### src/hdl/rv_config.svh
`ifndef RV_CONFIG_SVH
`define RV_CONFIG_SVH

// integer register width
`define XLEN 64

// register index width, x0..x31
`define REG_ADDR_WIDTH 5

// number of architectural registers
`define REG_COUNT 32

`endif

### src/hdl/reg_file.sv
`timescale 1ns/10ps
`include "rv_config.svh"

module reg_file (
    input  logic                       clk,
    input  logic                       rst_n,
    input  logic                       wr_en,
    input  logic [`REG_ADDR_WIDTH-1:0] wr_addr,
    input  logic [`XLEN-1:0]           wr_data,
    input  logic [`REG_ADDR_WIDTH-1:0] rd1_addr,
    input  logic [`REG_ADDR_WIDTH-1:0] rd2_addr,
    output logic [`XLEN-1:0]           rd1_data,
    output logic [`XLEN-1:0]           rd2_data
);

    logic [`XLEN-1:0] regs [`REG_COUNT];

    always_ff @(posedge clk or negedge rst_n) begin
        if (!rst_n) begin
            for (int i = 0; i < `REG_COUNT; i++) begin
                regs[i] <= '0;
            end
        end else if (wr_en && (wr_addr != '0)) begin // x0 is never written
            regs[wr_addr] <= wr_data;
        end
    end

    // reads are combinational, so a value written at an edge is visible right after it
    always_comb begin
        if (rd1_addr == '0) begin
            rd1_data = '0;
        end else begin
            rd1_data = regs[rd1_addr];
        end
    end

    always_comb begin
        if (rd2_addr == '0) begin
            rd2_data = '0;
        end else begin
            rd2_data = regs[rd2_addr];
        end
    end

endmodule

### config.mk
export PLATFORM = sky130hd
export DESIGN_NAME = reg_file
export DESIGN_NICKNAME = d
export VERILOG_FILES = /design/src/hdl/reg_file.sv
export VERILOG_INCLUDE_DIRS = /design/src /design/src/hdl
export SDC_FILE = /design/constraint.sdc
export NUM_CORES = 2
export LEC_CHECK = 0
export BUFFER_PORTS_ARGS = -buffer_cell sky130_fd_sc_hd__buf_2
export CORE_MARGIN = 10
export CORE_UTILIZATION = 35
export CTS_BUF_LIST = sky130_fd_sc_hd__clkbuf_2
export DETAILED_ROUTE_END_ITERATION = 6
export SYNTH_ARGS = -nofsm -noshare
export SYNTH_HDL_FRONTEND = slang
export SYNTH_SLANG_ARGS = --single-unit
### constraint.sdc
create_clock -name clk -period 6.6 [get_ports clk]
set_input_delay 0.66 -clock clk [delete_from_list [all_inputs] [get_ports clk]]
set_output_delay 0.66 -clock clk [all_outputs]
set_load 0.1 [all_outputs]
# After elaboration in Yosys (flattened, before gate mapping)
# Cells that the tools add are included.
[classes]
magnitude_cmp = 4
n_mux = 11
reduce_logical = 5
bitwise = 3
[ops]
columns = ["cell", "count"]
rows = [
  ["$bwmux 2048", 1],
  ["$bmux 64 s5", 2],
  ["$mux 64", 7],
  ["$demux 64 s5", 1],
  ["$ge 6x6->1 const B", 3],
  ["$not 5->6", 3],
  ["$logic_not 5->1", 2],
  ["$lt 6x1->1 const B", 1],
  ["$reduce_bool 5->1", 1],
  ["$logic_and 1x1->1", 2],
]
[word_totals]
reg_bits = 2048
out_inout_bits = 128

# Depth between registers and ports, before layout
[depth]
depth_word = 6
depth_mapped = 9
mapped_depth_nobuf = 4

# Worst setup path after synthesis
# Ideal clock, no wire load.
[synth_timing]
path_type = "input port to output port"
start = "in rd1_addr[0]"
end = "out rd1_data[35]"
path_stages = 7
arrival_ns = 6.431
path_buffers = 3
slack_ns = -0.491
path_cell_list = "buf_4 > buf_6 > buf_4 > or3b_1 > o21ai_0 > a2111oi_0 > a2111oi_0"
[synth_via]
elab_chain_len = 5
[synth_rtl]
columns = ["element", "line", "text"]
rows = [
  ["start: declaration", "reg_file.sv:10", "input logic [`REG_ADDR_WIDTH-1:0] rd1_addr,"],
  ["$not 5->6 (implied by the code)", "reg_file.sv:33", "rd1_data = regs[rd1_addr];"],
  ["$bmux 64 s5", "reg_file.sv:33", ""],
  ["$mux 64 (implied by the code) (2 in series)", "reg_file.sv:33", ""],
  ["$mux 64 *", "reg_file.sv:30", "if (rd1_addr == '0) begin"],
  ["end: declaration", "reg_file.sv:12", "output logic [`XLEN-1:0] rd1_data,"],
]
# Every way passes the cells marked *; elsewhere a longest branch is shown, timed or not. The select of a mux whose other input is x is not followed.

# Final worst setup path
[layout_timing]
start = "in rd1_addr[2]"
end = "out rd1_data[50]"
# Same word-level chain as after synthesis.

==> impl_metrics.csv <==
group,metric,value,unit
cts,numCtsBuffers,560,
floorplan,core_area,306300,sq um
global_routing,track_usage,20.61,%
global_routing,grt_start_max_net_pins,183,
global_routing,antenna_found_initial,33,
final_layout,synthToLayoutAreaGrowth,10.82,%
yosys,synthCells,6672,
run_status,status,"completed",
setup_path,regToRegStartpoint,"regs[1398]",
global_routing,grt_pass1_wl,512.9,mm
drt,num_vias,67640,
yosys,syn_nets,6754,
cts,cts_root_buffer,"clkbuf_2",
setup_path,endpoint,"rd1_data[50]",
floorplan,rows,203,
drt,drt_iter0_drc,5803,
global_routing,overflow,0,
sta,whs,0.2158,ns
setup_path,crit_type,"in -> out",
yosys,synth_top_area_share,47.51,%
yosys,synth_edf_count,0,
floorplan,ios,210,
drt,antenna_left,0,
cts,cts_max_level,6,
cts,cts_buffer_depth,4,
drt,totalWireLength,349.9,mm
setup_path,worstPathMaxFanout,43,
sta,relSlewSlack,2.821,%
power_and_ir_drop,leakage,52.44,nW
sta,finalClockSkew,0,ns
floorplan,start_util,35.21,%
final_layout,final_util,39.02,%
final_layout,stdcell_count,11480,
final_layout,regMostFlops,"regs",
final_layout,reg_top3,"regs: 2048 flops",
power_and_ir_drop,p_sw_share,33.52,%
cts,cts_setup_buffers,0,
yosys,ys_types,51,
setup_path,worstPathRequired,5.94,ns
final_layout,design_area,119500,sq um
final_layout,final_common_cell,"dfrtp_1",
setup_path,crit_start,"rd1_addr[2]",
cts,clock_sinks,2048,
yosys,ys_warn_count,0,
cts,cts_tree,"yes",
power_and_ir_drop,netSwitchingPower,11.83,mW
placed_design,placed_area,112700,sq um
yosys,yosys_most_used_dff,"dfrtp_1",
drt,drtPass1Iterations,5,
drt,routedWlPerCell,30.47,um
cts,hold_buffers,177,
cts,clkLatencyLatePin,1.58,ns
setup_path,r2r_end,"regs[1398]",
drt,drc,0,
floorplan,die_x,575.1,um
final_layout,largest_reg_flops,2048,
yosys,synth-async-reset-ratio,100.0,%
yosys,ys_ff_latch,2048,
sta,report.final.slew_viol_count,0,
cts,cts_resized,0,
global_routing,grt_pass1_vias,72850,
sta,fmaxAchievable,192.7,MHz
final_layout,final_cell_mix,"dfrtp_1 (2048), mux2_2 (1975), mux4_2 (1101), clkbuf_2 (801), mux2i_1 (290)",
cts,clkTransAtPathRegs,0.10,ns
sta,setup_viol,0,
final_layout,fillers,28760,
final_layout,nets,7082,
placed_design,numPortBuffers,209,
sta,min_period_over_period,78.65,%
placed_design,place_inst,10360,
yosys,yosys-top-cells-area,"dfrtp_1 (48%), mux4_2 (23%), mux2_2 (21%)",
run,cap_violations,0,
yosys,yosys.area.top_type,"dfrtp_1",
sta,rsz0062_at_grt,"no",
yosys,ys_seq_area_share,47.51,%
floorplan,die_y,575.1,um
power_and_ir_drop,clock_power_share,26.8,%
placed_design,dp_hpwl,195.8,mm
setup_path,r2r_slack,5.78,ns
drt,via_per_inst,5.890,
setup_path,cp-start-kind,"input port",
floorplan,die_area,330800,sq um
placed_design,gp_congestion,0.7835,
power_and_ir_drop,ir_worst_vdd,0.1942,mV
power_and_ir_drop,p_seq_share,47.1,%
sta,hold_viol,0,
setup_path,endpoint_kind,"primary output",
final_layout,drive_gt1_share,59.10,%
yosys,syn_avg_cell_area,16.17,sq um
power_and_ir_drop,combPwrFrac,26.1,%
sta,worst-slew-pin-transition,1.452,ns
yosys,syn_area,107900,sq um
setup_path,reg2reg_depth,1,
sta,tns,0,ns
hold_path,min_path_type,"in -> reg",
setup_path,arrival,4.53,ns
hold_path,min_from,"wr_data[11]",
sta,period_minus_slack,5.191,ns
power_and_ir_drop,p_int,23.46,mW
power_and_ir_drop,power_density,295.2,nW/um^2
-- logic make-up after synthesis --
logic type             Yosys count  share of synthesized area [%]
AO/OA/AOI/OAI                  293                          1.895
buffers and inverters          782                          3.204
flip-flops                    2048                          47.51
multiplexers                  3403                          46.69
AND/OR/NAND/NOR                146                         0.7018
-- cell type report --
cell class / count / area (sq um) / area share, %
tap: 4100 / 5130 / 4.291
clock inverter: 138 / 1036 / 0.8667
clock buffer: 801 / 4009 / 3.354
multi-input combinational: 3842 / 53450 / 44.72
timing repair buffer: 546 / 4629 / 3.873
antenna: 7 / 17.52 / 0.01465
inverter: 2 / 15.01 / 0.01256
sequential: 2048 / 51250 / 42.87
-- metrics by stage --
stage	power, mW	worst slack [ns]
finish	35.29	1.409
global placement	25.59	1.475
CTS	35.64	1.358
detailed placement	25.97	1.428
floorplan	23.41	0.8872
global route	37.10	1.442
-- worst min-delay path by stage --
stage | slack, ns | cells after the start | to
after global placement | 0.36 | 0 | regs[2037]
after floorplan | 0.36 | 0 | regs[0]
after detailed placement | 0.36 | 0 | regs[2038]
after global routing | 0.06 | 3 | regs[450]
after CTS | 0.0004 | 3 | regs[450]
final | 0.22 | 3 | regs[1035]
-- Yosys cell counts (26+ instances only) --
master and number:
mux2i_1 290, dfrtp_1 2048, buf_4 35, mux4_2 1101, o21ai_1 34, buf_2 221
mux2_1 37, nand2_1 39, nor2_1 26, o21ai_0 28, mux2_2 1975, buf_1 57
clkbuf_1 452, a21o_1 47, a2bb2oi_1 51, o22ai_1 69
-- per-layer routing --
metal	track usage (%)	up-vias	routed length, um
li1	-	26990	-
met1	27.46	37110	145400
met2	33.05	2713	166100
met3	4.687	803	25050
met4	7.526	28	13100
met5	0	-	178
-- critical path, stage by stage --
cell	delay [ns]
clkbuf_8	0.32
nor2_1	1.21
o31ai_4	0.46
buf_4	0.49
buf_4	0.39
o22ai_1	0.25
a21o_1	0.20
buf_2	0.45
-- power by group through the flow --
stage / Clock, mW / Sequential (mW) / Combinational (mW)
global placement: 0 / 16.6 / 9.01
CTS: 9.78 / 16.6 / 9.30
global route: 10.4 / 16.9 / 9.77
floorplan: 0 / 16.2 / 7.21
finish: 9.45 / 16.6 / 9.20
detailed placement: 0 / 16.8 / 9.17
Note: power is estimated with default switching activity, not from simulation.
