$ cat config.mk
export PLATFORM = sky130hd
export DESIGN_NAME = retire_unit
export DESIGN_NICKNAME = d
export VERILOG_FILES = /design/src/hdl/rv_exec_pkg.sv /design/src/hdl/retire_unit.sv
export VERILOG_INCLUDE_DIRS = /design/src /design/src/hdl
export SDC_FILE = /design/constraint.sdc
export NUM_CORES = 1
export LEC_CHECK = 0
export BUFFER_PORTS_ARGS = -buffer_cell sky130_fd_sc_hd__buf_4
export CAP_MARGIN = 10
export CORE_AREA = 5 5 158 160
export DETAILED_ROUTE_END_ITERATION = 12
export DIE_AREA = 0 0 163 165
export PLACE_DENSITY = 0.68
export SETUP_SLACK_MARGIN = 0.3
export SLEW_MARGIN = 20
export SYNTH_ARGS = -nofsm -noshare
export SYNTH_HDL_FRONTEND = slang
export SYNTH_SLANG_ARGS = --single-unit
$ cat constraint.sdc
create_clock -name clk -period 0.8 [get_ports clk]
set_input_delay 0.16 -clock clk [delete_from_list [all_inputs] [get_ports clk]]
set_output_delay 0.16 -clock clk [all_outputs]
set_load 0.01 [all_outputs]
$ cat src/hdl/rv_config.svh
`ifndef RV_CONFIG_SVH
`define RV_CONFIG_SVH

// integer register width
`define XLEN 64

// register index width, x0..x31
`define REG_ADDR_WIDTH 5

// number of architectural registers
`define REG_COUNT 32

`endif

$ cat src/hdl/rv_exec_pkg.sv
package rv_exec_pkg;

    // operation applied by the execute stage
    typedef enum logic [2:0] {
        ALU_ADD    = 3'd0,
        ALU_SUB    = 3'd1,
        ALU_AND    = 3'd2,
        ALU_OR     = 3'd3,
        ALU_XOR    = 3'd4,
        ALU_PASS_B = 3'd5  // lui
    } alu_op_e;

    // store width, same encoding as funct3[1:0] of the store opcode
    typedef enum logic [1:0] {
        ST_BYTE   = 2'd0,
        ST_HALF   = 2'd1,
        ST_WORD   = 2'd2,
        ST_DOUBLE = 2'd3
    } st_size_e;

endpackage

$ cat src/hdl/retire_unit.sv
`timescale 1ns/10ps
`include "rv_config.svh"

module retire_unit (
    input  logic                       clk,
    input  logic                       rst_n,
    input  logic                       ex_wb,
    input  logic                       ex_st,
    input  logic [`REG_ADDR_WIDTH-1:0] ex_rd,
    input  logic [`XLEN-1:0]           ex_result,
    input  logic [`XLEN-1:0]           ex_st_addr,
    input  logic [`XLEN-1:0]           ex_st_src,
    input  rv_exec_pkg::st_size_e      ex_st_size,
    output logic                       wb_valid,
    output logic [`REG_ADDR_WIDTH-1:0] wb_rd,
    output logic [`XLEN-1:0]           wb_data,
    output logic                       st_valid,
    output logic [`XLEN-1:0]           st_addr,
    output logic [`XLEN-1:0]           st_data,
    output logic [`XLEN/8-1:0]         st_mask
);
    import rv_exec_pkg::*;

    logic [2:0]         offset;
    logic [`XLEN/8-1:0] size_mask;
    logic [`XLEN/8-1:0] mask_n;
    logic [`XLEN-1:0]   lane_en;
    logic [`XLEN-1:0]   data_n;

    assign offset = ex_st_addr[2:0];

    always_comb begin
        case (ex_st_size)
            ST_BYTE: size_mask = 'h01;
            ST_HALF: size_mask = 'h03;
            ST_WORD: size_mask = 'h0f;
            default: size_mask = 'hff;
        endcase
    end

    assign mask_n = size_mask << offset;

    // bytes outside the mask are driven as zero
    always_comb begin
        for (int b = 0; b < `XLEN/8; b++) begin
            lane_en[b*8 +: 8] = {8{mask_n[b]}};
        end
    end

    assign data_n = (ex_st_src << {offset, 3'b000}) & lane_en;

    always_ff @(posedge clk or negedge rst_n) begin
        if (!rst_n) begin
            wb_valid <= 1'b0;
            wb_rd    <= '0;
            wb_data  <= '0;
            st_valid <= 1'b0;
            st_addr  <= '0;
            st_data  <= '0;
            st_mask  <= '0;
        end else begin
            wb_valid <= ex_wb;
            st_valid <= ex_st;
            if (ex_wb) begin
                wb_rd   <= ex_rd;
                wb_data <= ex_result;
            end
            if (ex_st) begin
                st_addr <= {ex_st_addr[`XLEN-1:3], 3'b000}; // doubleword aligned
                st_data <= data_n;
                st_mask <= mask_n;
            end
        end
    end

endmodule

# Yosys cells after proc, flatten, opt, wreduce, memory -nomap -nowiden

Cells that the tools add are included.

Equal/unequal tests: 2
Shifts and indexed selects: 2
Multiplexer cells: 1
Bitwise operators: 1
Reduce and logical (&&, ||, !) cells: 1

Operator list:

| kind                                                                  | number |
|---|---|
| 64-bit AND                                                            | 1 |
| 64-bit by 6-bit << shifter with 64-bit output                         | 1 |
| 8-bit case mux with 3 select lines                                    | 1 |
| 8-bit by 3-bit << shifter with 8-bit output                           | 1 |
| 2-bit by 1-bit equality test with 1-bit output, second input constant | 1 |
| 2-bit equality test, second input constant                            | 1 |
| 2-bit zero test                                                       | 1 |

Bits in registers: 204
Bits of input ports: 203
Logic and storage cells: 14

# Longest topological paths before layout

Depth in word-level cells: 4
Depth in mapped cells: 7
Gate-level depth less buffers: 4

# Worst setup path before layout

No wires, ideal clock.

Path kind: input to register
From: in ex_st_addr[0]
To: reg st_data[49]
Arrival time: 1.166 ns
Required time: 0.679 ns
Setup slack: -0.487 ns
Stages: 6
Path buffers: 2
Path through: buf_4 -> buf_12 -> mux2_4 -> mux2i_1 -> a222oi_1 -> a22o_1

Cells in the longest elaborated chain, start to end: 2
Elaborated cells between the ends (all ways): 3
Those cells by class: shift: 2; bitwise: 1

Ends and longest elaborated chain:

| item                                                                                                         | RTL line                             | source |
|---|---|---|
| start, declared                                                                                              | retire_unit.sv:11                    | `` input logic [`XLEN-1:0] ex_st_addr, `` |
| 64-bit by 6-bit << shifter with 64-bit output or 8-bit by 3-bit << shifter with 8-bit output (tied branches) | retire_unit.sv:50, retire_unit.sv:41 |  |
| 64-bit AND *                                                                                                 | retire_unit.sv:50                    | `assign data_n = (ex_st_src << {offset, 3'b000}) & lane_en;` |
| end signal, assigned                                                                                         | retire_unit.sv:70                    | `st_data <= data_n;` |
| end, declared                                                                                                | retire_unit.sv:19                    | `` output logic [`XLEN-1:0] st_data, `` |

Every way passes the cells marked *; elsewhere a longest branch is shown, timed or not.
A chain may end at the register's enable or synchronous reset.

# Final worst setup path

From: reg st_data[18]
To: out st_data[18]

No word-level cell between the ends.

==> qor.txt <==
worst path bufs/invs = 1
TritonCTS clock tree = built
sequential cell area fraction in the yosys report = 56.6%
Req. time, crit path = 640 ps
DRC = 0
IO Pins = 410
P_leak = 8.82 nW
Synth async-reset ratio = 100%
drt pass-1 iters = 7
Sw Share = 26.9%
Clock Power Share = 32.5%
Die Area = 26900 sq um
total CTS buffers = 24
Post-synth EDFFs = 0
Mapped Area = 9030 sq um
pwr dens = 1780 nW/um^2
WHS = -400 ps
RR Startpoint = st_addr[48]$_DFFE_PN0P_
Netlist cell types = 39
total global routing overflow = 0
reg2reg path depth = 3
run status = finished with violations
Startpoint Class = register
Place WS = -723 ps
vias in the first global route = 9179
Root Buffer = clkbuf_16
Starting Density = 38.8%
fin worst setup slack = -460 ps
Flop pwr share = 38.1%
htree depth = 1
layout cells sized above 1 = 74.0%
chip height = 165 microns
Syn Area/Cell = 13.9 sq um
Hold Crit Class = in -> async
DRT iter0 DRCs = 513
setup violators final = 322
largest net degree at the start of global routing = 37
Max Cap Viol = 0
worst skew pair latency = 500 ps
Worst-path clk slew = 60 ps
max-slew violation count = 0
RSZ-0062 raised after global routing = true
max incr delay on CP = 440 ps
final hold violation count = 338
# nets final = 1529
Area Overhead vs Synth = 98.8%
routed length per instance = 22.5 microns
Cells after Synth = 649
# diodes = 0
fmax = 0.794 GHz
vias per cell = 5.10
FP Rows = 56
post-route ant nets = 0
crit path kind = reg -> out
R2R Setup Slk = -200 ps
Placed Area = 13900 sq um
worst-path maximum fanout = 2
largest vdd supply drop = 1.81 mV
first-pass GRT wire length = 53.0 mm
total track usage = 25.2%
total power = 32.0 mW
internal power = 23.4 mW
Clock Tree Buf Depth = 3
failing checks = negative hold slack, negative setup slack
Fill cells = 1371
Comb pwr share = 29.4%
DPL Wire Length = 25.5 mm
vias post-DR = 8484
Synth Flop Type = dfrtp_1
CP arrival = 1100 ps
Psw = 8.63 mW
Final Cell Area = 17900 sq um
slowest cell on the critical path = dfrtp_1
Core ar. = 23300 sq um
Final Cycle Share = 158%
CP endpoint kind = output pin
Die X-Extent = 163 microns
initial antenna violation count = 0
number of synthesis warnings = 0
CP top delay family = flip-flops
Worst Skew = 0 ps
min Tclk post-route = 1260 ps
Reg-to-Reg End = st_addr[48]$_DFFE_PN0P_
Routed WL = 37.5 mm
TritonCTS Sinks = 204
CP Cell Sequence = buf_6
port bufs = 406
count of state elements after synthesis = 204
RD Place Congestion = 0.937
state kept, by name (all words and copies together) (netlist names):
name / cells
st_data: 64
wb_rd: 5
st_mask: 8
st_valid: 1
wb_valid: 1
st_addr: 61
wb_data: 64
routing by layer:
metal | global-route usage (%) | wire, microns | up-vias
li1 | - | - | 3759
met1 | 30.1 | 13900 | 4200
met2 | 42.5 | 18800 | 428
met3 | 8.39 | 3290 | 97
met4 | 9.53 | 1460 | 0
met5 | 0 | 0 | -
cells by family (layout without fill, tap and decap cells):
logic type	after synthesis	count (layout)	synth area share [%]
DFF	204	204	56.6
muxes	201	201	24.7
AOI/OAI and AO/OA	130	131	11.8
buffers and inverters	61	752	3.88
and+or+nand+nor	52	53	2.99
other	1	3	0.0415
synth_stat cells, types with 3 or more instances:
| library cell | number | area, sq um |
|---|---|---|
| buf_2 | 20 | 100 |
| buf_6 | 6 | 67.6 |
| mux2_4 | 8 | 120 |
| mux2_2 | 143 | 1610 |
| nor2b_1 | 15 | 93.8 |
| mux2i_1 | 50 | 500 |
| o21a_1 | 3 | 22.5 |
| buf_4 | 5 | 37.5 |
| buf_1 | 3 | 11.3 |
| o32ai_1 | 3 | 26.3 |
| a22o_1 | 21 | 184 |
| dfrtp_1 | 204 | 5100 |
| a221oi_1 | 5 | 43.8 |
| a211o_1 | 4 | 35.0 |
| nand2_1 | 21 | 78.8 |
| o2bb2ai_1 | 40 | 350 |
| clkbuf_1 | 15 | 56.3 |
| inv_1 | 10 | 37.5 |
| a21oi_1 | 15 | 75.1 |
| a222oi_1 | 8 | 80.1 |
| a21o_1 | 3 | 22.5 |
| o221ai_1 | 8 | 70.1 |
| nand3_1 | 4 | 20.0 |
| nor2_1 | 6 | 22.5 |
| o21ai_0 | 11 | 55.1 |
power groups by stage:
stage	sequential (mW)	clock, mW	combinational [mW]
after floorplan	12.4	0	2.52
after global placement	12.1	0	6.61
after detailed placement	12.1	0	6.70
after CTS	12.1	10.7	8.45
after global routing	12.3	11.1	9.88
final	12.2	10.4	9.42
final cells by class:
class / instances / area (sq um) / share of cell area (%)
clock inverter: 7 / 35.0 / 0.195
clock buffer: 37 / 721 / 4.02
multi-input combinational: 388 / 4710 / 26.2
inverter: 10 / 37.5 / 0.209
sequential: 204 / 5110 / 28.5
timing repair buffer: 698 / 6940 / 38.7
tap: 319 / 399 / 2.22
what timing repair did:
item | in CTS | in global routing
setup buffers | 97 | 70
gates resized for setup | 340 | 134
endpoints found under the hold margin | 341 | 339
cloned | 6 | 0
setup endpoints to repair | 406 | 406
pin swaps | 47 | 31
metrics by stage:
step           setup TNS, ps  hold slack (ps)  std cells  utilization (%)
2_1_floorplan         -33480             -136        651                -
3_3_place_gp          -68580              124       1446             59.6
3_5_place_dp          -70660              125       1446             59.6
4_1_cts               -90140             -413       1593             72.5
5_1_grt              -102190             -410       1663             77.1
6_report              -92280             -400       1663             77.1
placed cells by master, fill, tap and decap left out, types with 4 or more instances in the layout:
cell type,Yosys,layout
mux2_4,8,126
nor2_1,6,4
a22o_1,21,21
nor2b_2,0,6
nor2b_1,15,5
nand3_4,0,4
a21oi_1,15,10
clkbuf_8,0,6
buf_8,0,7
a222oi_1,8,8
o2bb2ai_2,0,19
dfrtp_1,204,201
buf_16,0,5
o221ai_2,0,8
inv_2,0,4
mux2i_2,0,10
mux2_2,143,25
mux2i_4,0,9
nand2_1,21,19
clkbuf_1,15,7
o21ai_2,2,9
clkbuf_16,0,25
buf_6,6,327
buf_4,5,333
a21oi_2,1,4
o2bb2ai_1,40,18
clkinv_2,0,7
mux2i_1,50,31
nor2b_4,0,4
buf_12,2,25
a211o_1,4,4
inv_1,10,6
how the worst max path moves through the flow:
stage,from,depth (start not counted),endpoint,slack [ps]
after floorplan,ex_st_addr[0],6,st_data[48]$_DFFE_PN0P_,-440
after global placement,ex_st_addr[0],6,st_data[48]$_DFFE_PN0P_,-690
after detailed placement,ex_st_addr[0],6,st_data[52]$_DFFE_PN0P_,-720
after CTS,st_data[10]$_DFFE_PN0P_,1,st_data[10],-470
after global routing,st_data[51]$_DFFE_PN0P_,1,st_data[51],-470
final,st_data[18]$_DFFE_PN0P_,1,st_data[18],-460
No activity file was read; power rests on OpenSTA's default activity.
