$ cat src/hdl/rv_config.svh
`ifndef RV_CONFIG_SVH
`define RV_CONFIG_SVH

// integer register width
`define XLEN 64

// register index width, x0..x31
`define REG_ADDR_WIDTH 5

// number of architectural registers
`define REG_COUNT 32

`endif

$ cat src/hdl/rv_exec_pkg.sv
package rv_exec_pkg;

    // operation applied by the execute stage
    typedef enum logic [2:0] {
        ALU_ADD    = 3'd0,
        ALU_SUB    = 3'd1,
        ALU_AND    = 3'd2,
        ALU_OR     = 3'd3,
        ALU_XOR    = 3'd4,
        ALU_PASS_B = 3'd5  // lui
    } alu_op_e;

    // store width, same encoding as funct3[1:0] of the store opcode
    typedef enum logic [1:0] {
        ST_BYTE   = 2'd0,
        ST_HALF   = 2'd1,
        ST_WORD   = 2'd2,
        ST_DOUBLE = 2'd3
    } st_size_e;

endpackage

$ cat src/hdl/rv_isa_pkg.sv
package rv_isa_pkg;

    // one instruction word, read through the view that its opcode selects
    typedef union packed {
        struct packed {
            logic [6:0] funct7;
            logic [4:0] rs2;
            logic [4:0] rs1;
            logic [2:0] funct3;
            logic [4:0] rd;
            logic [6:0] opcode;
        } r;
        struct packed {
            logic [11:0] imm;
            logic [4:0]  rs1;
            logic [2:0]  funct3;
            logic [4:0]  rd;
            logic [6:0]  opcode;
        } i;
        struct packed {
            logic [6:0] imm_hi;
            logic [4:0] rs2;
            logic [4:0] rs1;
            logic [2:0] funct3;
            logic [4:0] imm_lo;
            logic [6:0] opcode;
        } s;
        struct packed {
            logic [19:0] imm;
            logic [4:0]  rd;
            logic [6:0]  opcode;
        } u;
    } instr_u;

    localparam logic [6:0] OPC_OP        = 7'b0110011;
    localparam logic [6:0] OPC_OP_IMM    = 7'b0010011;
    localparam logic [6:0] OPC_OP_32     = 7'b0111011;
    localparam logic [6:0] OPC_OP_IMM_32 = 7'b0011011;
    localparam logic [6:0] OPC_LUI       = 7'b0110111;
    localparam logic [6:0] OPC_STORE     = 7'b0100011;

    localparam logic [2:0] F3_ADD_SUB = 3'b000; // also addi, addiw
    localparam logic [2:0] F3_XOR     = 3'b100;
    localparam logic [2:0] F3_OR      = 3'b110;
    localparam logic [2:0] F3_AND     = 3'b111;
    localparam logic [2:0] F3_SB      = 3'b000;
    localparam logic [2:0] F3_SH      = 3'b001;
    localparam logic [2:0] F3_SW      = 3'b010;
    localparam logic [2:0] F3_SD      = 3'b011;

    localparam logic [6:0] F7_BASE = 7'b0000000;
    localparam logic [6:0] F7_SUB  = 7'b0100000;

endpackage

$ cat src/hdl/instr_decoder.sv
`timescale 1ns/10ps
`include "rv_config.svh"

module instr_decoder (
    input  logic                       clk,
    input  logic                       rst_n,
    input  logic                       instr_valid,
    input  rv_isa_pkg::instr_u         instr,
    output logic                       dec_valid,
    output rv_exec_pkg::alu_op_e       alu_op,
    output logic [`REG_ADDR_WIDTH-1:0] rs1,
    output logic [`REG_ADDR_WIDTH-1:0] rs2,
    output logic [`REG_ADDR_WIDTH-1:0] rd,
    output logic [`XLEN-1:0]           imm,
    output logic                       use_imm,
    output logic                       is_word,
    output logic                       is_store,
    output rv_exec_pkg::st_size_e      st_size
);
    import rv_isa_pkg::*;
    import rv_exec_pkg::*;

    logic                       legal;
    alu_op_e                    op_n;
    logic [`REG_ADDR_WIDTH-1:0] rs1_n;
    logic [`XLEN-1:0]           imm_n;
    logic                       use_imm_n;
    logic                       is_word_n;
    logic                       is_store_n;
    st_size_e                   size_n;

    always_comb begin
        legal      = 1'b0;
        op_n       = ALU_ADD;
        rs1_n      = instr.r.rs1;
        imm_n      = '0;
        use_imm_n  = 1'b0;
        is_word_n  = 1'b0;
        is_store_n = 1'b0;
        size_n     = ST_DOUBLE;
        case (instr.r.opcode)
            OPC_OP, OPC_OP_32: begin
                is_word_n = (instr.r.opcode == OPC_OP_32);
                if (instr.r.funct3 == F3_ADD_SUB) begin
                    legal = (instr.r.funct7 == F7_BASE) || (instr.r.funct7 == F7_SUB);
                    op_n  = (instr.r.funct7 == F7_SUB) ? ALU_SUB : ALU_ADD;
                end else if (!is_word_n && instr.r.funct7 == F7_BASE) begin
                    legal = (instr.r.funct3 == F3_XOR) || (instr.r.funct3 == F3_OR) ||
                            (instr.r.funct3 == F3_AND);
                    case (instr.r.funct3)
                        F3_XOR:  op_n = ALU_XOR;
                        F3_OR:   op_n = ALU_OR;
                        default: op_n = ALU_AND;
                    endcase
                end
            end
            OPC_OP_IMM, OPC_OP_IMM_32: begin
                legal     = (instr.i.funct3 == F3_ADD_SUB); // addi / addiw only
                is_word_n = (instr.i.opcode == OPC_OP_IMM_32);
                use_imm_n = 1'b1;
                imm_n     = {{(`XLEN-12){instr.i.imm[11]}}, instr.i.imm};
            end
            OPC_LUI: begin
                legal     = 1'b1;
                op_n      = ALU_PASS_B;
                rs1_n     = '0;
                use_imm_n = 1'b1;
                imm_n     = {{(`XLEN-32){instr.u.imm[19]}}, instr.u.imm, 12'b0};
            end
            OPC_STORE: begin
                legal      = (instr.s.funct3[2] == 1'b0); // sb, sh, sw, sd
                is_store_n = 1'b1;
                size_n     = st_size_e'(instr.s.funct3[1:0]);
                imm_n      = {{(`XLEN-12){instr.s.imm_hi[6]}}, instr.s.imm_hi, instr.s.imm_lo};
            end
            default: legal = 1'b0;
        endcase
    end

    always_ff @(posedge clk or negedge rst_n) begin
        if (!rst_n) begin
            dec_valid <= 1'b0;
            alu_op    <= ALU_ADD;
            rs1       <= '0;
            rs2       <= '0;
            rd        <= '0;
            imm       <= '0;
            use_imm   <= 1'b0;
            is_word   <= 1'b0;
            is_store  <= 1'b0;
            st_size   <= ST_BYTE;
        end else begin
            dec_valid <= instr_valid && legal;
            if (instr_valid) begin // fields held between strobes
                alu_op   <= op_n;
                rs1      <= rs1_n;
                rs2      <= instr.r.rs2;
                rd       <= instr.r.rd;
                imm      <= imm_n;
                use_imm  <= use_imm_n;
                is_word  <= is_word_n;
                is_store <= is_store_n;
                st_size  <= size_n;
            end
        end
    end

endmodule

$ cat config.mk
export PLATFORM = sky130hd
export DESIGN_NAME = instr_decoder
export DESIGN_NICKNAME = d
export VERILOG_FILES = /design/src/hdl/rv_exec_pkg.sv /design/src/hdl/rv_isa_pkg.sv /design/src/hdl/instr_decoder.sv
export VERILOG_INCLUDE_DIRS = /design/src /design/src/hdl
export SDC_FILE = /design/constraint.sdc
export NUM_CORES = 1
export LEC_CHECK = 0
export BUFFER_PORTS_ARGS = -buffer_cell sky130_fd_sc_hd__clkbuf_2
export CORE_MARGIN = 2
export CORE_UTILIZATION = 47
export CTS_BUF_LIST = sky130_fd_sc_hd__clkbuf_16
export DETAILED_ROUTE_END_ITERATION = 8
export GPL_TIMING_DRIVEN = 0
export PLACE_DENSITY_LB_ADDON = 0.1
export SYNTH_ARGS = -nofsm -noshare
export SYNTH_HDL_FRONTEND = slang
export SYNTH_SLANG_ARGS = --single-unit
$ cat constraint.sdc
create_clock -name clk -period 1.55 [get_ports clk]
set_input_delay 0.2325 -clock clk [delete_from_list [all_inputs] [get_ports clk]]
set_output_delay 0.2325 -clock clk [all_outputs]
set_load 0.02 [all_outputs]
Word-level counts from Yosys, hierarchy flattened
Index checks and enable logic that the tools add are counted.
{"block": "classes", "reduce_logical": 11, "n_mux": 14, "eq_ne": 10, "n_bitwise": 1}
{"op": "one-hot mux 64 bit (3 select lines)", "count": 1}
{"op": "equality test 7 x 6 -> 1 bit (second input constant)", "count": 5}
{"op": "equality test 7 x 5 -> 1 bit (second input constant)", "count": 2}
{"op": "one-hot mux 3 bit (2 select lines)", "count": 2}
{"op": "equality test 3 bit (second input constant)", "count": 3}
{"op": "logical NOT 7 bit", "count": 1}
{"op": "two-way mux 3 bit", "count": 2}
{"op": "two-way mux 1 bit", "count": 5}
{"op": "two-way mux 5 bit", "count": 1}
{"op": "one-hot mux 1 bit (4 select lines)", "count": 1}
{"op": "OR reduction 2 bit", "count": 2}
{"op": "logical NOT 3 bit", "count": 1}
{"op": "logical OR 1 bit", "count": 3}
{"op": "OR reduction 3 bit", "count": 1}
{"op": "logical AND 1 bit", "count": 2}
{"op": "two-way mux 2 bit", "count": 1}
{"op": "one-hot mux 1 bit (2 select lines)", "count": 1}
{"op": "logical NOT 1 bit", "count": 1}
{"op": "inverter 1 bit", "count": 1}
{"block": "totals", "inputBits": 35, "wordCells": 46, "output_inout_bits": 88, "regBits": 88}

Longest topological paths before layout
Gate-level depths: netlist of run 1.
{"block": "depth", "ltp_word": 7, "depth_mapped": 6, "mapped_depth_nobuf": 5}

Worst setup path before layout of run 1
Ideal clock, no wire load.
{"block": "synth_path", "path_type": "flip-flop to output port", "startpoint": "register, netlist name imm[62]", "endpoint": "output imm[32]", "n_path_buf": 1, "required_time_ns": 1.317, "t_arrival_ns": 1.175, "setup_slack_ns": 0.143, "path_stages_with_launch": 2, "path_cell_list": "dfrtp_1 > buf_4"}
{"item": "end, declared", "line_no": "instr_decoder.sv:14", "text": "output logic [`XLEN-1:0] imm,"}

==> flow_metrics.env, run 1 <==
export IMPL_post_route_cells_drive_above_1_share=0.463
export IMPL_crit_fanout=34
export IMPL_start_kind="register"
export IMPL_wl_microns=6790
export IMPL_grt_pass1_vias=2204
export IMPL_cts_root_buf="clkbuf_16"
export IMPL_yosys_register_bits=56
export IMPL_synth_cell_types=31
export IMPL_cts_max_level=2
export IMPL_cp_arrival_ps=1240
export IMPL_synth_edf_count=0
export IMPL_core_area_sq_mm=0.00557
export IMPL_timing_rr_start="imm[62]"
export IMPL_setup_tns_ps=0
export IMPL_maxSlewViolCount=0
export IMPL_synth_top_flop_cell="dfrtp_1"
export IMPL_tightest_slew_ps=746
export IMPL_area_growth_syn_to_layout_pct=31.2
export IMPL_dieHeight_microns=80.3
export IMPL_layout_cells_most_common="clkbuf_2"
export IMPL_antenna_found_initial=0
export IMPL_finalHoldViolations=0
export IMPL_async_flop_share=1.00
export IMPL_p_leak_nw=1.83
export IMPL_path_buf_inv=2
export IMPL_cp_depth=2
export IMPL_path_cells="buf_4, clkbuf_2"
export IMPL_post_route_min_period_ps=1480
export IMPL_setup_viol=0
export IMPL_yosysWarnings=0
export IMPL_vias=2368
export IMPL_yosysSeqAreaShare=0.512
export IMPL_seqCellArea_sq_mm=0.00141
export IMPL_viasPerCell=4.97
export IMPL_clk_latency_ps=290
export IMPL_drcViolationCount=0
export IMPL_irDropWorstVdd_v=0.000617
export IMPL_cts_tree="yes"
export IMPL_num_rows=27
export IMPL_slew_headroom=0.503
export IMPL_crit_family="flip-flops"
export IMPL_numCtsBuffers=5
export IMPL_final_cell_mix="clkbuf_2, dfrtp_1, inv_1, buf_4, a21oi_1"
export IMPL_netlist_area_sq_mm=0.00274
export IMPL_place_hpwl_microns=4930
export IMPL_drt_iter0_drc=93
export IMPL_place_congestion=0.811
export IMPL_final_antenna_net_count=0
export IMPL_grtUsageTotal=0.214
export IMPL_status="finished, final reports clean"
export IMPL_endpoint_kind="primary output"
export IMPL_synthesis_nets=311
export IMPL_grt_overflow_total=0
export IMPL_clkSlewWorstSetupHoldPaths_ps=70
export IMPL_cp_startpoint="imm[62]"
export IMPL_dr_pass1_iters=4
export IMPL_fin_skew_ps=0
export IMPL_max_freq_mhz=678
export IMPL_cts_setup_buffers=0
export IMPL_rsz0062_at_grt="no"
export IMPL_slowest_delay_ps=620
export IMPL_clockBufferDepth=2
export IMPL_postSynthAreaPerCell_sq_um=9.92
export IMPL_grt_start_max_net_pins=57
export IMPL_hold_path_class="primary input to async pin"
export IMPL_multi_input_area_sq_um=863
export IMPL_die_area_sq_mm=0.00645
export IMPL_avgRoutedWirePerCell_microns=14.3
export IMPL_maxCapViolations=0
export IMPL_die_w_microns=80.3
export IMPL_grt_pass1_wl_microns=10700
export IMPL_nets=439
export IMPL_post_route_period_util=0.952
export IMPL_p_total_mw=3.06
export IMPL_worstPathRequired_ps=1320
export IMPL_clock_sinks=56
export IMPL_initial_core_util=0.491
export IMPL_path_class="register to primary output"
export IMPL_fillers=477
export IMPL_slowest_stage="dfrtp_4"
export IMPL_io_buffers=121
export IMPL_num_io_pins=123
export IMPL_synth_cells=276
export IMPL_n_antenna_cell=0
export IMPL_power_density_mw_per_mm2=852
export IMPL_reg2reg_depth=2
## registers in the layout (all words and copies together) (netlist names)
register,cells
rs1,5
use_imm,1
is_word,1
is_store,1
st_size,2
dec_valid,1
alu_op,3
rs2,5
imm,32
rd,5
## cell usage after synthesis, types with 2 or more instances
| master | instances | area share |
|---|---|---|
| o21a_1 | 2 | 0.0055 |
| buf_6 | 6 | 0.025 |
| a21oi_1 | 28 | 0.051 |
| nor3_1 | 2 | 0.0037 |
| inv_1 | 36 | 0.049 |
| nor2_1 | 15 | 0.021 |
| mux2_2 | 12 | 0.049 |
| nand2b_1 | 2 | 0.0046 |
| nor4_1 | 2 | 0.0046 |
| dfrtp_1 | 56 | 0.51 |
| o21ai_0 | 9 | 0.016 |
| a22oi_1 | 5 | 0.014 |
| buf_2 | 3 | 0.0055 |
| clkbuf_1 | 8 | 0.011 |
| o22ai_1 | 25 | 0.057 |
| buf_4 | 32 | 0.088 |
| nand2_1 | 16 | 0.022 |
| a31oi_1 | 4 | 0.0091 |
## through the flow
| step | utilization | setup WS [ps] | cells | hold WS (ps) | area, sq um |
|---|---|---|---|---|---|
| after global placement | 0.616 | -152 | 469 | 470 | 3430 |
| after global routing | 0.644 | 24.3 | 476 | 96.2 | 3590 |
| after CTS | 0.642 | 63.6 | 476 | 67.4 | 3580 |
| after detailed placement | 0.616 | -159 | 469 | 380 | 3440 |
| after floorplan | - | 143 | 276 | -63.1 | 2740 |
| final | 0.644 | 75.0 | 476 | 25.3 | 3590 |
## where the power goes
group	total [mW]	internal [mW]	switching, mW
combinational	0.417	0.152	0.265
clock	1.09	0.591	0.503
sequential	1.55	1.52	0.0313
total	3.06	2.26	0.799
## cell families after synthesis
family | after synthesis | synth area share
buffers and inverters | 85 | 0.178
AO/OA/AOI/OAI | 78 | 0.174
flip-flops | 56 | 0.512
AND/OR/NAND/NOR | 45 | 0.0868
multiplexers | 12 | 0.0494
## repair_timing
item,CTS,global route
pin swaps,0,0
hold buffers,0,0
endpoints found under the setup margin,33,14
gates resized for setup,2,2
## cell type report
type                       instances  share of cell area
sequential                        56               0.391
inverter                          36              0.0376
clock buffer                       5              0.0348
multi-input combinational        135               0.240
clock inverter                     2             0.00348
timing repair buffer             121               0.169
tap                               72              0.0251
buffer                            49              0.0982
## worst register-to-register path, cell delays in order, from the launching register on
cell and delay [ps]:
dfrtp_4 620, inv_1 80, o22ai_1 140
## routing by layer
layer  up-vias  share of wire  GRT usage
met1      1114           0.45      0.286
met5         -              0          0
met3         4          0.080     0.0539
li1       1156              -          -
met2        94           0.46      0.346
met4         0         0.0056     0.0593
## worst paths after layout
| path | endpoint | slack (ps) |
|---|---|---|
| worst max-delay path | imm[54] | 70 |
| worst max register to register | imm[62] | 620 |
| max in group asynchronous | imm[62] | 980 |
| min in group clk | rs1[0] | 180 |
| worst min-delay path | imm[5] | 30 |
| worst min register to register | is_word | 490 |
(Power assumes the default switching activity.)
==> inputs of run 2 (changes only) <==
--- a/config.mk
+++ b/config.mk
@@ -11,7 +11,6 @@
 export CORE_UTILIZATION = 47
 export CTS_BUF_LIST = sky130_fd_sc_hd__clkbuf_16
 export DETAILED_ROUTE_END_ITERATION = 8
-export GPL_TIMING_DRIVEN = 0
 export PLACE_DENSITY_LB_ADDON = 0.1
 export SYNTH_ARGS = -nofsm -noshare
 export SYNTH_HDL_FRONTEND = slang
==> flow_metrics.env, run 2 (synthesis gave the netlist of run 1 again) <==
export IMPL_layout_cells_most_common="clkbuf_2"
export IMPL_grt_pass1_vias=2070
export IMPL_grt_pass1_wl_microns=10000
export IMPL_num_rows=27
export IMPL_cp_arrival_ps=1110
export IMPL_worstPathRequired_ps=1320
export IMPL_avgRoutedWirePerCell_microns=13.6
export IMPL_numCtsBuffers=5
export IMPL_clkSlewWorstSetupHoldPaths_ps=70
export IMPL_post_route_period_util=0.867
export IMPL_maxCapViolations=0
export IMPL_setup_viol=0
export IMPL_finalWorstSetupSlack_ps=207
export IMPL_p_leak_nw=1.74
export IMPL_clock_sinks=56
export IMPL_cp_startpoint="imm[62]"
export IMPL_fillers=505
export IMPL_power_density_mw_per_mm2=883
export IMPL_fin_skew_ps=0
export IMPL_placedInstanceArea_sq_mm=0.00333
export IMPL_regMostFlops="imm"
export IMPL_status="finished, final reports clean"
export IMPL_viasPerCell=4.98
export IMPL_endpoint="imm[61]"
export IMPL_rrSetupSlack_ps=790
export IMPL_grt_start_max_net_pins=57
export IMPL_path_class="register to primary output"
export IMPL_place_congestion=0.786
export IMPL_setup_tns_ps=0
export IMPL_finalHoldViolations=0
export IMPL_place_hpwl_microns=4520
export IMPL_place_ws_ps=-71.3
export IMPL_die_area_sq_mm=0.00645
export IMPL_start_kind="register"
export IMPL_num_io_pins=123
export IMPL_irDropWorstVdd_v=0.000588
export IMPL_vias=2257
export IMPL_whs_ps=169
export IMPL_hold_path_class="primary input to register"
export IMPL_endpoint_kind="primary output"
export IMPL_final_area_sq_mm=0.00348
export IMPL_post_route_min_period_ps=1340
export IMPL_post_route_cells_drive_above_1_share=0.446
export IMPL_nets=415
export IMPL_rsz0062_at_grt="no"
export IMPL_grtUsageTotal=0.199
export IMPL_io_buffers=122
export IMPL_timing_rr_start="rs2[0]"
export IMPL_n_antenna_cell=0
export IMPL_maxSlewViolCount=0
export IMPL_final_antenna_net_count=0
export IMPL_area_growth_syn_to_layout_pct=27.1
export IMPL_dr_pass1_iters=4
export IMPL_clk_latency_ps=280
export IMPL_final_cell_mix="clkbuf_2, dfrtp_1, inv_1, a21oi_1, o22ai_1"
export IMPL_slew_headroom=0.749
export IMPL_reg2reg_depth=1
export IMPL_cts_tree="yes"
export IMPL_clockBufferDepth=2
export IMPL_holdPathStages=3
export IMPL_grt_overflow_total=0
export IMPL_drt_iter0_drc=140
export IMPL_antenna_found_initial=0
export IMPL_largest_reg_flops=32
export IMPL_reg2reg_to="rs2[0]"
export IMPL_cts_setup_buffers=0
export IMPL_initial_core_util=0.491
export IMPL_tightest_slew_ps=373
export IMPL_die_w_microns=80.3
export IMPL_wl_microns=6170
export IMPL_max_freq_mhz=745
export IMPL_drcViolationCount=0
export IMPL_core_area_sq_mm=0.00557
export IMPL_cts_max_level=2
export IMPL_crit_fanout=33
export IMPL_cts_root_buf="clkbuf_16"
export IMPL_dieHeight_microns=80.3
[run 2: worst min-delay path by stage]
stage | start | to | slack (ps)
6_report | instr[15] | rs1[0] | 170
5_1_grt | instr[19] | rs1[4] | 180
4_1_cts | instr[17] | rs1[2] | 170
3_5_place_dp | rst_n | rs1[4] | 270
3_3_place_gp | rst_n | imm[28] | 270
2_1_floorplan | rst_n | alu_op[0] | -60
[run 2: per-stage QoR]
| stage | std cells | utilization | total power [mW] |
|---|---|---|---|
| 2_1_floorplan | 276 | - | 1.80 |
| 3_5_place_dp | 444 | 0.597 | 2.01 |
| 6_report | 453 | 0.624 | 3.07 |
| 3_3_place_gp | 444 | 0.597 | 2.00 |
| 5_1_grt | 453 | 0.624 | 3.22 |
| 4_1_cts | 453 | 0.624 | 3.11 |
[run 2: area by class of cell]
| class | count | area, sq um | share of cell area |
|---|---|---|---|
| Clock inverter | 3 | 17.5 | 0.00503 |
| Multi-Input combinational cell | 135 | 855 | 0.246 |
| Clock buffer | 5 | 125 | 0.0360 |
| Sequential cell | 56 | 1400 | 0.403 |
| Timing Repair Buffer | 146 | 856 | 0.246 |
| Inverter | 36 | 135 | 0.0388 |
| Tap cell | 72 | 90.1 | 0.0259 |
[run 2: power by group]
part           total (mW)  leakage [nW]  switching, mW  internal, mW
Combinational       0.431         0.933          0.263         0.167
Sequential           1.55         0.728         0.0291          1.52
Clock                1.10        0.0754          0.499         0.597
Total                3.07          1.74          0.792          2.28
[run 2: layer usage]
metal  vias to the layer above  wire (microns)  global-route usage
met2                        87            2950               0.333
met4                         0              46              0.0407
li1                       1114               -                   -
met3                         5             436              0.0461
met1                      1051            2730               0.265
met5                         -               0                   0
[run 2: timing repair]
action | in CTS | in global routing
hold buffers | 1 | 0
endpoints found under the hold margin | 56 | 0
resized for setup | 0 | 0
setup endpoints to repair | 0 | 0
[run 2: worst max-delay path: stages (launching register included)]
cell and delay, ps:
dfrtp_1 340, buf_4 260, clkbuf_2 220
